$ cat src/common/haar_pkg.sv
`default_nettype none

package haar_pkg;

	// ~~~~~~~~~~~~~~~~~~~~
	// Widths.
	// ~~~~~~~~~~~~~~~~~~~~

	// Camera pixel.
	localparam int PIX_W = 8;

	// Integral sum.
	// Room for 255 over up to 256 window pixels.
	localparam int SUM_W = 16;

	// ~~~~~~~~~~~~~~~~~~~~
	// Types.
	// ~~~~~~~~~~~~~~~~~~~~

	typedef logic [PIX_W-1:0] pix_t;
	typedef logic [SUM_W-1:0] sum_t;

	// One input sample.
	// The sof bit marks the first pixel of a frame.
	typedef struct packed {
		logic sof;
		pix_t data;
	} pix_beat_t;

	// Priming controller states.
	typedef enum logic [1:0] {
		ST_IDLE  = 2'd0,
		ST_PRIME = 2'd1,
		ST_RUN   = 2'd2
	} ctl_state_t;

endpackage

`default_nettype wire
$ cat src/design/haar_integral_top.sv
`timescale 1ns/1ps
`default_nettype none

module haar_integral_top
	import haar_pkg::*;
#(
	// Line length in pixels.
	parameter int FRAME_W = 10,
	// Window size.
	parameter int WIN_W   = 3,
	parameter int WIN_H   = 3
)
(
	input  wire logic       i_clk,
	input  wire logic       reset,
	input  wire logic       i_valid,
	input  wire pix_beat_t  i_beat,
	output sum_t [WIN_W*WIN_H-1:0] o_window,
	output logic                   o_window_valid
);

	// ~~~~~~~~~~~~~~~~~~~~
	// Window generator.
	// ~~~~~~~~~~~~~~~~~~~~

	// Entry r*WIN_W+c is the integral at row r, column c.
	integral_window #(
		.FRAME_W (FRAME_W),
		.WIN_W   (WIN_W),
		.WIN_H   (WIN_H)
	) u_window (
		.i_clk          (i_clk),
		.reset          (reset),
		.i_valid        (i_valid),
		.i_beat         (i_beat),
		.o_window       (o_window),
		.o_window_valid (o_window_valid)
	);

endmodule

`default_nettype wire

$ cat src/design/integral_window.sv
`timescale 1ns/1ps
`default_nettype none

module integral_window
	import haar_pkg::*;
#(
	parameter int FRAME_W = 10,
	parameter int WIN_W   = 3,
	parameter int WIN_H   = 3
)
(
	input  wire logic       i_clk,
	input  wire logic       reset,
	input  wire logic       i_valid,
	input  wire pix_beat_t  i_beat,
	output sum_t [WIN_W*WIN_H-1:0] o_window,
	output logic                   o_window_valid
);

	// Samples needed before the oldest row holds real data.
	localparam int PRIME_COUNT = (WIN_H - 1) * FRAME_W + WIN_W;
	localparam int CNT_W = $clog2(PRIME_COUNT + 1);
	localparam logic [CNT_W-1:0] CNT_FULL = CNT_W'(PRIME_COUNT);

	// Pixel chain, entry k feeds chain row k.
	pix_t pix_chain [WIN_H+1];
	// Column sums, entry k leaves chain row k.
	sum_t col_chain [WIN_H+1];
	// Row integrals in chain order.
	sum_t [WIN_W-1:0] row_int [WIN_H];
	// Window in output order, before the register.
	sum_t [WIN_W*WIN_H-1:0] window_d;

	ctl_state_t       state;
	ctl_state_t       state_next;
	logic [CNT_W-1:0] sample_cnt;
	logic [CNT_W-1:0] cnt_next;

	// ~~~~~~~~~~~~~~~~~~~~
	// Row chain.
	// ~~~~~~~~~~~~~~~~~~~~

	// Newest line enters at row 0.
	assign pix_chain[0] = i_beat.data;
	// Oldest row has nothing below it.
	assign col_chain[WIN_H] = '0;

	for (genvar k = 0; k < WIN_H; k++)
	begin : g_row
		line_row #(
			.FRAME_W (FRAME_W),
			.WIN_W   (WIN_W)
		) u_row (
			.i_clk          (i_clk),
			.reset          (reset),
			.i_accept       (i_valid),
			.i_pix          (pix_chain[k]),
			.i_col_below    (col_chain[k+1]),
			.o_pix_delayed  (pix_chain[k+1]),
			.o_col_sum      (col_chain[k]),
			.o_row_integral (row_int[k])
		);
	end

	// Oldest chain row is window row 0.
	always_comb
	begin
		for (int r = 0; r < WIN_H; r++)
			window_d[r*WIN_W +: WIN_W] = row_int[WIN_H-1-r];
	end

	// Window register, held across idle cycles.
	always_ff @(posedge i_clk)
	begin
		if (i_valid)
			o_window <= window_d;
	end

	// ~~~~~~~~~~~~~~~~~~~~
	// Priming controller.
	// ~~~~~~~~~~~~~~~~~~~~

	// sof counts as sample one; saturate once primed.
	always_comb
	begin
		if (i_beat.sof)
			cnt_next = CNT_W'(1);
		else if (sample_cnt == CNT_FULL)
			cnt_next = sample_cnt;
		else
			cnt_next = sample_cnt + 1'b1;
	end

	always_comb
	begin
		state_next = state;
		if (i_valid)
		begin
			case (state)
				ST_IDLE:
					state_next = ST_PRIME;
				ST_PRIME:
					if (cnt_next == CNT_FULL)
						state_next = ST_RUN;
				ST_RUN:
					if (i_beat.sof)
						state_next = ST_PRIME;
				default:
					state_next = ST_IDLE;
			endcase
		end
	end

	always_ff @(posedge i_clk)
	begin
		if (reset)
		begin
			state          <= ST_IDLE;
			sample_cnt     <= '0;
			o_window_valid <= 1'b0;
		end
		else
		begin
			state          <= state_next;
			// One pulse per accepted sample while running.
			o_window_valid <= i_valid && (state_next == ST_RUN);
			if (i_valid)
				sample_cnt <= cnt_next;
		end
	end

	// No pulse follows a cycle without a sample.
	a_no_pulse_after_idle: assert property (@(posedge i_clk) disable iff (reset)
		!i_valid |=> !o_window_valid);

	// Running implies a fully primed count.
	a_run_primed: assert property (@(posedge i_clk) disable iff (reset)
		state == ST_RUN |-> sample_cnt == CNT_FULL);

	// Largest window total must fit the sum type.
	if (WIN_W * WIN_H * (2**PIX_W - 1) >= 2**SUM_W)
	begin : g_sum_range
		$error("integral_window: window total overflows SUM_W");
	end

endmodule

`default_nettype wire

$ cat src/line_row/line_row.sv
`timescale 1ns/1ps
`default_nettype none

module line_row
	import haar_pkg::*;
#(
	parameter int FRAME_W = 10,
	parameter int WIN_W   = 3
)
(
	input  wire logic  i_clk,
	input  wire logic  reset,
	input  wire logic  i_accept,
	input  wire pix_t  i_pix,
	input  wire sum_t  i_col_below,
	output pix_t              o_pix_delayed,
	output sum_t              o_col_sum,
	output sum_t [WIN_W-1:0]  o_row_integral
);

	// Line delay status.
	logic fifo_full;

	// Column sum of this row and all older rows.
	sum_t col_sum;

	// Registered taps, index 0 is the oldest column.
	sum_t [WIN_W-2:0] tap_q;

	// Full tap view.
	// Newest entry is the live column sum.
	sum_t [WIN_W-1:0] taps;

	// Running sums across the taps.
	sum_t [WIN_W-1:0] prefix;

	// ~~~~~~~~~~~~~~~~~~~~
	// Line delay.
	// ~~~~~~~~~~~~~~~~~~~~

	line_fifo #(
		.FRAME_W (FRAME_W)
	) u_line (
		.i_clk   (i_clk),
		.reset   (reset),
		.i_write (i_accept),
		.i_pix   (i_pix),
		.o_pix   (o_pix_delayed),
		.o_full  (fifo_full)
	);

	// ~~~~~~~~~~~~~~~~~~~~
	// Vertical sum and taps.
	// ~~~~~~~~~~~~~~~~~~~~

	// Add this row's pixel onto the older rows.
	assign col_sum   = sum_t'(i_pix) + i_col_below;
	assign o_col_sum = col_sum;

	assign taps = {col_sum, tap_q};

	// Shift toward the oldest column on each sample.
	always_ff @(posedge i_clk)
	begin
		if (reset)
			tap_q <= '0;
		else if (i_accept)
			tap_q <= taps[WIN_W-1:1];
	end

	// Horizontal prefix sums, oldest column first.
	assign prefix[0] = taps[0];
	for (genvar c = 1; c < WIN_W; c++)
	begin : g_prefix
		assign prefix[c] = prefix[c-1] + taps[c];
	end

	assign o_row_integral = prefix;

	// Taps move only with an accepted sample.
	a_taps_hold: assert property (@(posedge i_clk) disable iff (reset)
		!i_accept |=> $stable(tap_q));

	// Before the first lap the delay still returns cleared slots.
	a_unprimed_zero: assert property (@(posedge i_clk) disable iff (reset)
		!fifo_full |-> o_pix_delayed == '0);

endmodule

`default_nettype wire

$ cat src/line_row/line_fifo.sv
`timescale 1ns/1ps
`default_nettype none

module line_fifo
	import haar_pkg::*;
#(
	parameter int FRAME_W = 10
)
(
	input  wire logic i_clk,
	input  wire logic reset,
	input  wire logic i_write,
	input  wire pix_t i_pix,
	output pix_t      o_pix,
	output logic      o_full
);

	// Pointer wide enough for one line.
	localparam int PTR_W = (FRAME_W > 1) ? $clog2(FRAME_W) : 1;
	localparam logic [PTR_W-1:0] PTR_LAST = PTR_W'(FRAME_W - 1);

	// Line storage.
	pix_t             mem [FRAME_W];
	logic [PTR_W-1:0] ptr;

	// Read slot is the oldest sample.
	// It is returned before this cycle overwrites it.
	assign o_pix = mem[ptr];

	// ~~~~~~~~~~~~~~~~~~~~
	// Circular write.
	// ~~~~~~~~~~~~~~~~~~~~

	always_ff @(posedge i_clk)
	begin
		if (reset)
		begin
			ptr    <= '0;
			o_full <= 1'b0;
			// Cleared lines read as black pixels.
			for (int i = 0; i < FRAME_W; i++)
			begin
				mem[i] <= '0;
			end
		end
		else if (i_write)
		begin
			mem[ptr] <= i_pix;
			// Wrap at line end.
			if (ptr == PTR_LAST)
			begin
				ptr    <= '0;
				// First full lap done, sticky until reset.
				o_full <= 1'b1;
			end
			else
			begin
				ptr <= ptr + 1'b1;
			end
		end
	end

	// Pointer never leaves the line.
	a_ptr_range: assert property (@(posedge i_clk) disable iff (reset)
		ptr < FRAME_W);

endmodule

`default_nettype wire

$ cat config.mk
export PLATFORM = sky130hd
export DESIGN_NAME = haar_integral_top
export DESIGN_NICKNAME = d
export VERILOG_FILES = /design/src/common/haar_pkg.sv /design/src/design/haar_integral_top.sv /design/src/design/integral_window.sv /design/src/line_row/line_row.sv /design/src/line_row/line_fifo.sv
export SDC_FILE = /design/constraint.sdc
export NUM_CORES = 1
export LEC_CHECK = 0
export BUFFER_PORTS_ARGS = -buffer_cell sky130_fd_sc_hd__buf_4
export CAP_MARGIN = 0
export CELL_PAD_IN_SITES_DETAIL_PLACEMENT = 0
export CELL_PAD_IN_SITES_GLOBAL_PLACEMENT = 1
export CORE_ASPECT_RATIO = 2
export CORE_UTILIZATION = 44
export DETAILED_ROUTE_END_ITERATION = 6
export HOLD_SLACK_MARGIN = 0.08
export PLACE_DENSITY_LB_ADDON = 0.15
export SLEW_MARGIN = 10
export SYNTH_ARGS = -nofsm -noshare
export SYNTH_HDL_FRONTEND = slang
export SYNTH_SLANG_ARGS = --single-unit
$ cat constraint.sdc
create_clock -name i_clk -period 12 [get_ports i_clk]
set_input_delay 0.6 -clock i_clk [delete_from_list [all_inputs] [get_ports i_clk]]
set_output_delay 0.6 -clock i_clk [all_outputs]
set_load 0.03 [all_outputs]
==> impl_results.md <==
- Result of the run: complete, no violations
- H-tree depth: 2
- TritonCTS Sinks: 424
- Core footprint: 43,500 µm²
- Met2 GRT Util: 41.2%
- Num rows: 108
- Fmax: 0.172 GHz
- # port buffers: 102
- Post-Synthesis Cells: 1,369
- Aggregate routed wire length: 44,700 µm
- Die Width: 151 µm
- Pwr per Cell Area: 188 nW/µm²
- Yosys warns: 0
- Avg WL per Cell: 21.7 µm
- Final-report hold violation count: 0
- Worst-Margin Slew: 1180 ps
- Initial Utilization: 44.8%
- Global-route wire length before repair: 67,200 µm
- LEAKAGE: 8.48 nW
- P&R area growth vs syn: 12.3%
- Post-synth EDFFs: 346
- Filler cells: 3,719
- Die ar.: 45,200 µm²
- Cts repair resizes: 0
- Synth Area per Inst: 14.2 µm²
- Unique masters post-synth: 68
- Worst-path clk slew: 70 ps
- Rel. slew slack: 20.7%
- Crit Path Category: reg2reg
- Max-slew violations: 0
- Vias in the first global route: 11.2k
- Post-CTS Setup Inserts: 0
- Antenna violations before repair: 0
- Synth top area cells: edfxtp_1 53%, dfxtp_1 8.0%, mux4_2 7.9%
- CTS tree: done
- Post-DP HPWL: 32,800 µm
- Worst Path Max Fanout: 32
- Busiest grt layer: met2
- Tightest hold margin: 397 ps
- Post-synth top area cell: edfxtp_1
- Max clock buf depth: 3
- ANT cells: 0
- Vias per std cell: 5.31
- CTS Buf Count: 39
- Largest net degree at the start of global routing: 71
- Final worst-path cycle share: 48.3%
- Clock Skews: 32.3 ps
- GPL Wtd Cong: 0.815
- Met1 usage: 20.0%
- Tmin final: 5800 ps
- Pre-antenna DRT Iters: 5
- Max cap viols: 0
- RSZ-0062 raised after global routing: false
- Root buffer cell: clkbuf_16
- Peak supply drop: 0.114 mV
- Insertion delay to the later sink of the worst-skew pair: 560 ps
- Synth Cell Area: 19,500 µm²
- Share of layout cells above drive strength 1: 19.5%
- FFs w/ async S/R, synth: 0%
- Required time worst endpoint: 12,310 ps
- Sequential area share after synthesis: 61.3%
- CP startpoint kind: register
- Crit. End Element: register
- DRT antenna net count: 0
- Cts-stage hold buffer count: 0
- Most common flop cell mapped by yosys: edfxtp_1
- GR Util met3: 2.22%
- DR DRC count: 0
- GRT overflow: 0
- Share of the synthesized area in the top cell type: 53.3%
- NumNets Final: 1,565
- Post-Route Setup TNS: 0 ps
- Register bit total from synthesis: 424
- Worst hold path type: in2reg
- Die Span Y: 300 µm
- DR iter-0 viols: 550
- Critical path arrival: 6110 ps
- Vias: 10.9k
- Gr usage total: 20.4%
- Final setup fails: 0
- IO Count: 157
==> cells by family (layout without fill, tap and decap cells) <==
kind of cell    after synthesis  in the layout  share of synthesized area (%)
simple gates                398            398                           9.37
fa+ha+maj                    80             80                           5.41
other cells                   1             54                         0.0192
buf+inv                     144            228                           4.47
xor+xnor                     56             56                           2.67
compound gates              131            131                           4.50
flops                       424            424                           61.3
mux                         135            135                           12.3
==> critical path, cell delays in order (launching register included) <==
cell and delay (ps):
dfxtp_2 310, buf_4 490, mux4_1 630, mux4_2 550, ha_1 250, fa_1 430, a21o_1 190, a21oi_1 180
xnor2_1 210, ha_1 340, a21o_1 210, o21ba_2 290, xnor2_1 160, ha_1 300, a21oi_1 140, o21ai_0 150
maj3_1 410, nand2_1 90, a21oi_1 80, xor2_1 140
==> routing by layer <==
layer | vias to the layer above | wire length [µm]
met3 | 90 | 1380
met1 | 5443 | 14900
met4 | 0 | 1900
met2 | 255 | 26500
met5 | - | 0
li1 | 5136 | -
==> power breakdown <==
group          switching [mW]  leakage [nW]  internal, mW
clock                   0.575         0.658         0.755
combinational           0.597          3.73         0.389
sequential             0.0576          4.09          1.74
==> synth_stat cells (all sizes together), types with 2 or more instances <==
| cell | n |
|---|---|
| edfxtp | 346 |
| nor2 | 237 |
| mux4 | 80 |
| buf | 79 |
| dfxtp | 78 |
| ha | 70 |
| mux2i | 55 |
| nand2 | 52 |
| a21oi | 49 |
| inv | 43 |
| xnor2 | 39 |
| o21ai | 29 |
| nand2b | 25 |
| clkbuf | 21 |
| a21o | 19 |
| nor2b | 19 |
| xor2 | 17 |
| and2 | 16 |
| nand3 | 13 |
| nor3 | 12 |
| fa | 8 |
| o21a | 6 |
| o21bai | 6 |
| a21boi | 5 |
| or2 | 4 |
| a211oi | 3 |
| nand4 | 3 |
| nand4b | 3 |
| nor3b | 3 |
| nor4b | 3 |
| a22oi | 2 |
| a2bb2oi | 2 |
| a31oi | 2 |
| maj3 | 2 |
| nand3b | 2 |
| or3 | 2 |
==> metrics by stage <==
step | setup slack, ps | area (µm²) | total power [mW] | util, % | std cells
final | 6200 | 21900 | 4.11 | 50.4 | 2056
after floorplan | 6860 | 19700 | 2.56 | - | 1422
after global routing | 5750 | 21900 | 4.29 | 50.4 | 2056
after CTS | 6140 | 21900 | 4.16 | 50.4 | 2056
after detailed placement | 6140 | 20500 | 2.83 | 47.2 | 1984
after global placement | 6200 | 20500 | 2.82 | 47.2 | 1984
==> placed cells by master (no fill, tap or decap), drive strengths merged, types with 49 or more instances in the layout <==
| cell type | instances |
|---|---|
| dfxtp | 78 |
| a21oi | 49 |
| ha | 70 |
| mux2i | 55 |
| buf | 112 |
| mux4 | 80 |
| nand2 | 52 |
| conb | 54 |
| edfxtp | 346 |
| nor2 | 237 |
| clkbuf | 49 |
==> sequential cells by signal, summed over array words and instances, names as in the netlist, named ones only <==
register,count
u_window.sample_cnt,5
u_window.g_row.u_row.u_line.ptr,8
u_window.g_row.u_row.o_row_integral,27
u_window.g_row.u_row.tap_q,27
u_window.o_window_valid,1
u_window.o_window,90
u_window.state,2
u_window.g_row.u_row.u_line.mem,256
==> area by class of cell <==
class	count	area [µm²]	area share [%]
clock buffer	48	1070	4.89
clock inverter	24	299	1.36
inverter	43	161	0.737
multi-input combinational	854	6880	31.4
sequential	424	12000	54.6
tap	550	688	3.14
timing repair buffer	113	855	3.90
==> worst paths after layout <==
path / startpoint / end / slack [ps] / cells after the start
worst max register to register: register / u_window.o_window[138]$_DFFE_PP_ / 6200 / 19
worst max-delay path: register / u_window.o_window[138]$_DFFE_PP_ / 6200 / 19
worst min register to register: u_window.g_row[0].u_row.o_row_integral[6]$_SDFFE_PP0P_ / u_window.o_window[102]$_DFFE_PP_ / 450 / 0
worst min-delay path: i_beat[3] / u_window.g_row[0].u_row.u_line.mem[7][3]$_SDFFCE_PN0P_ / 400 / 2
(Power assumes the default switching activity.)
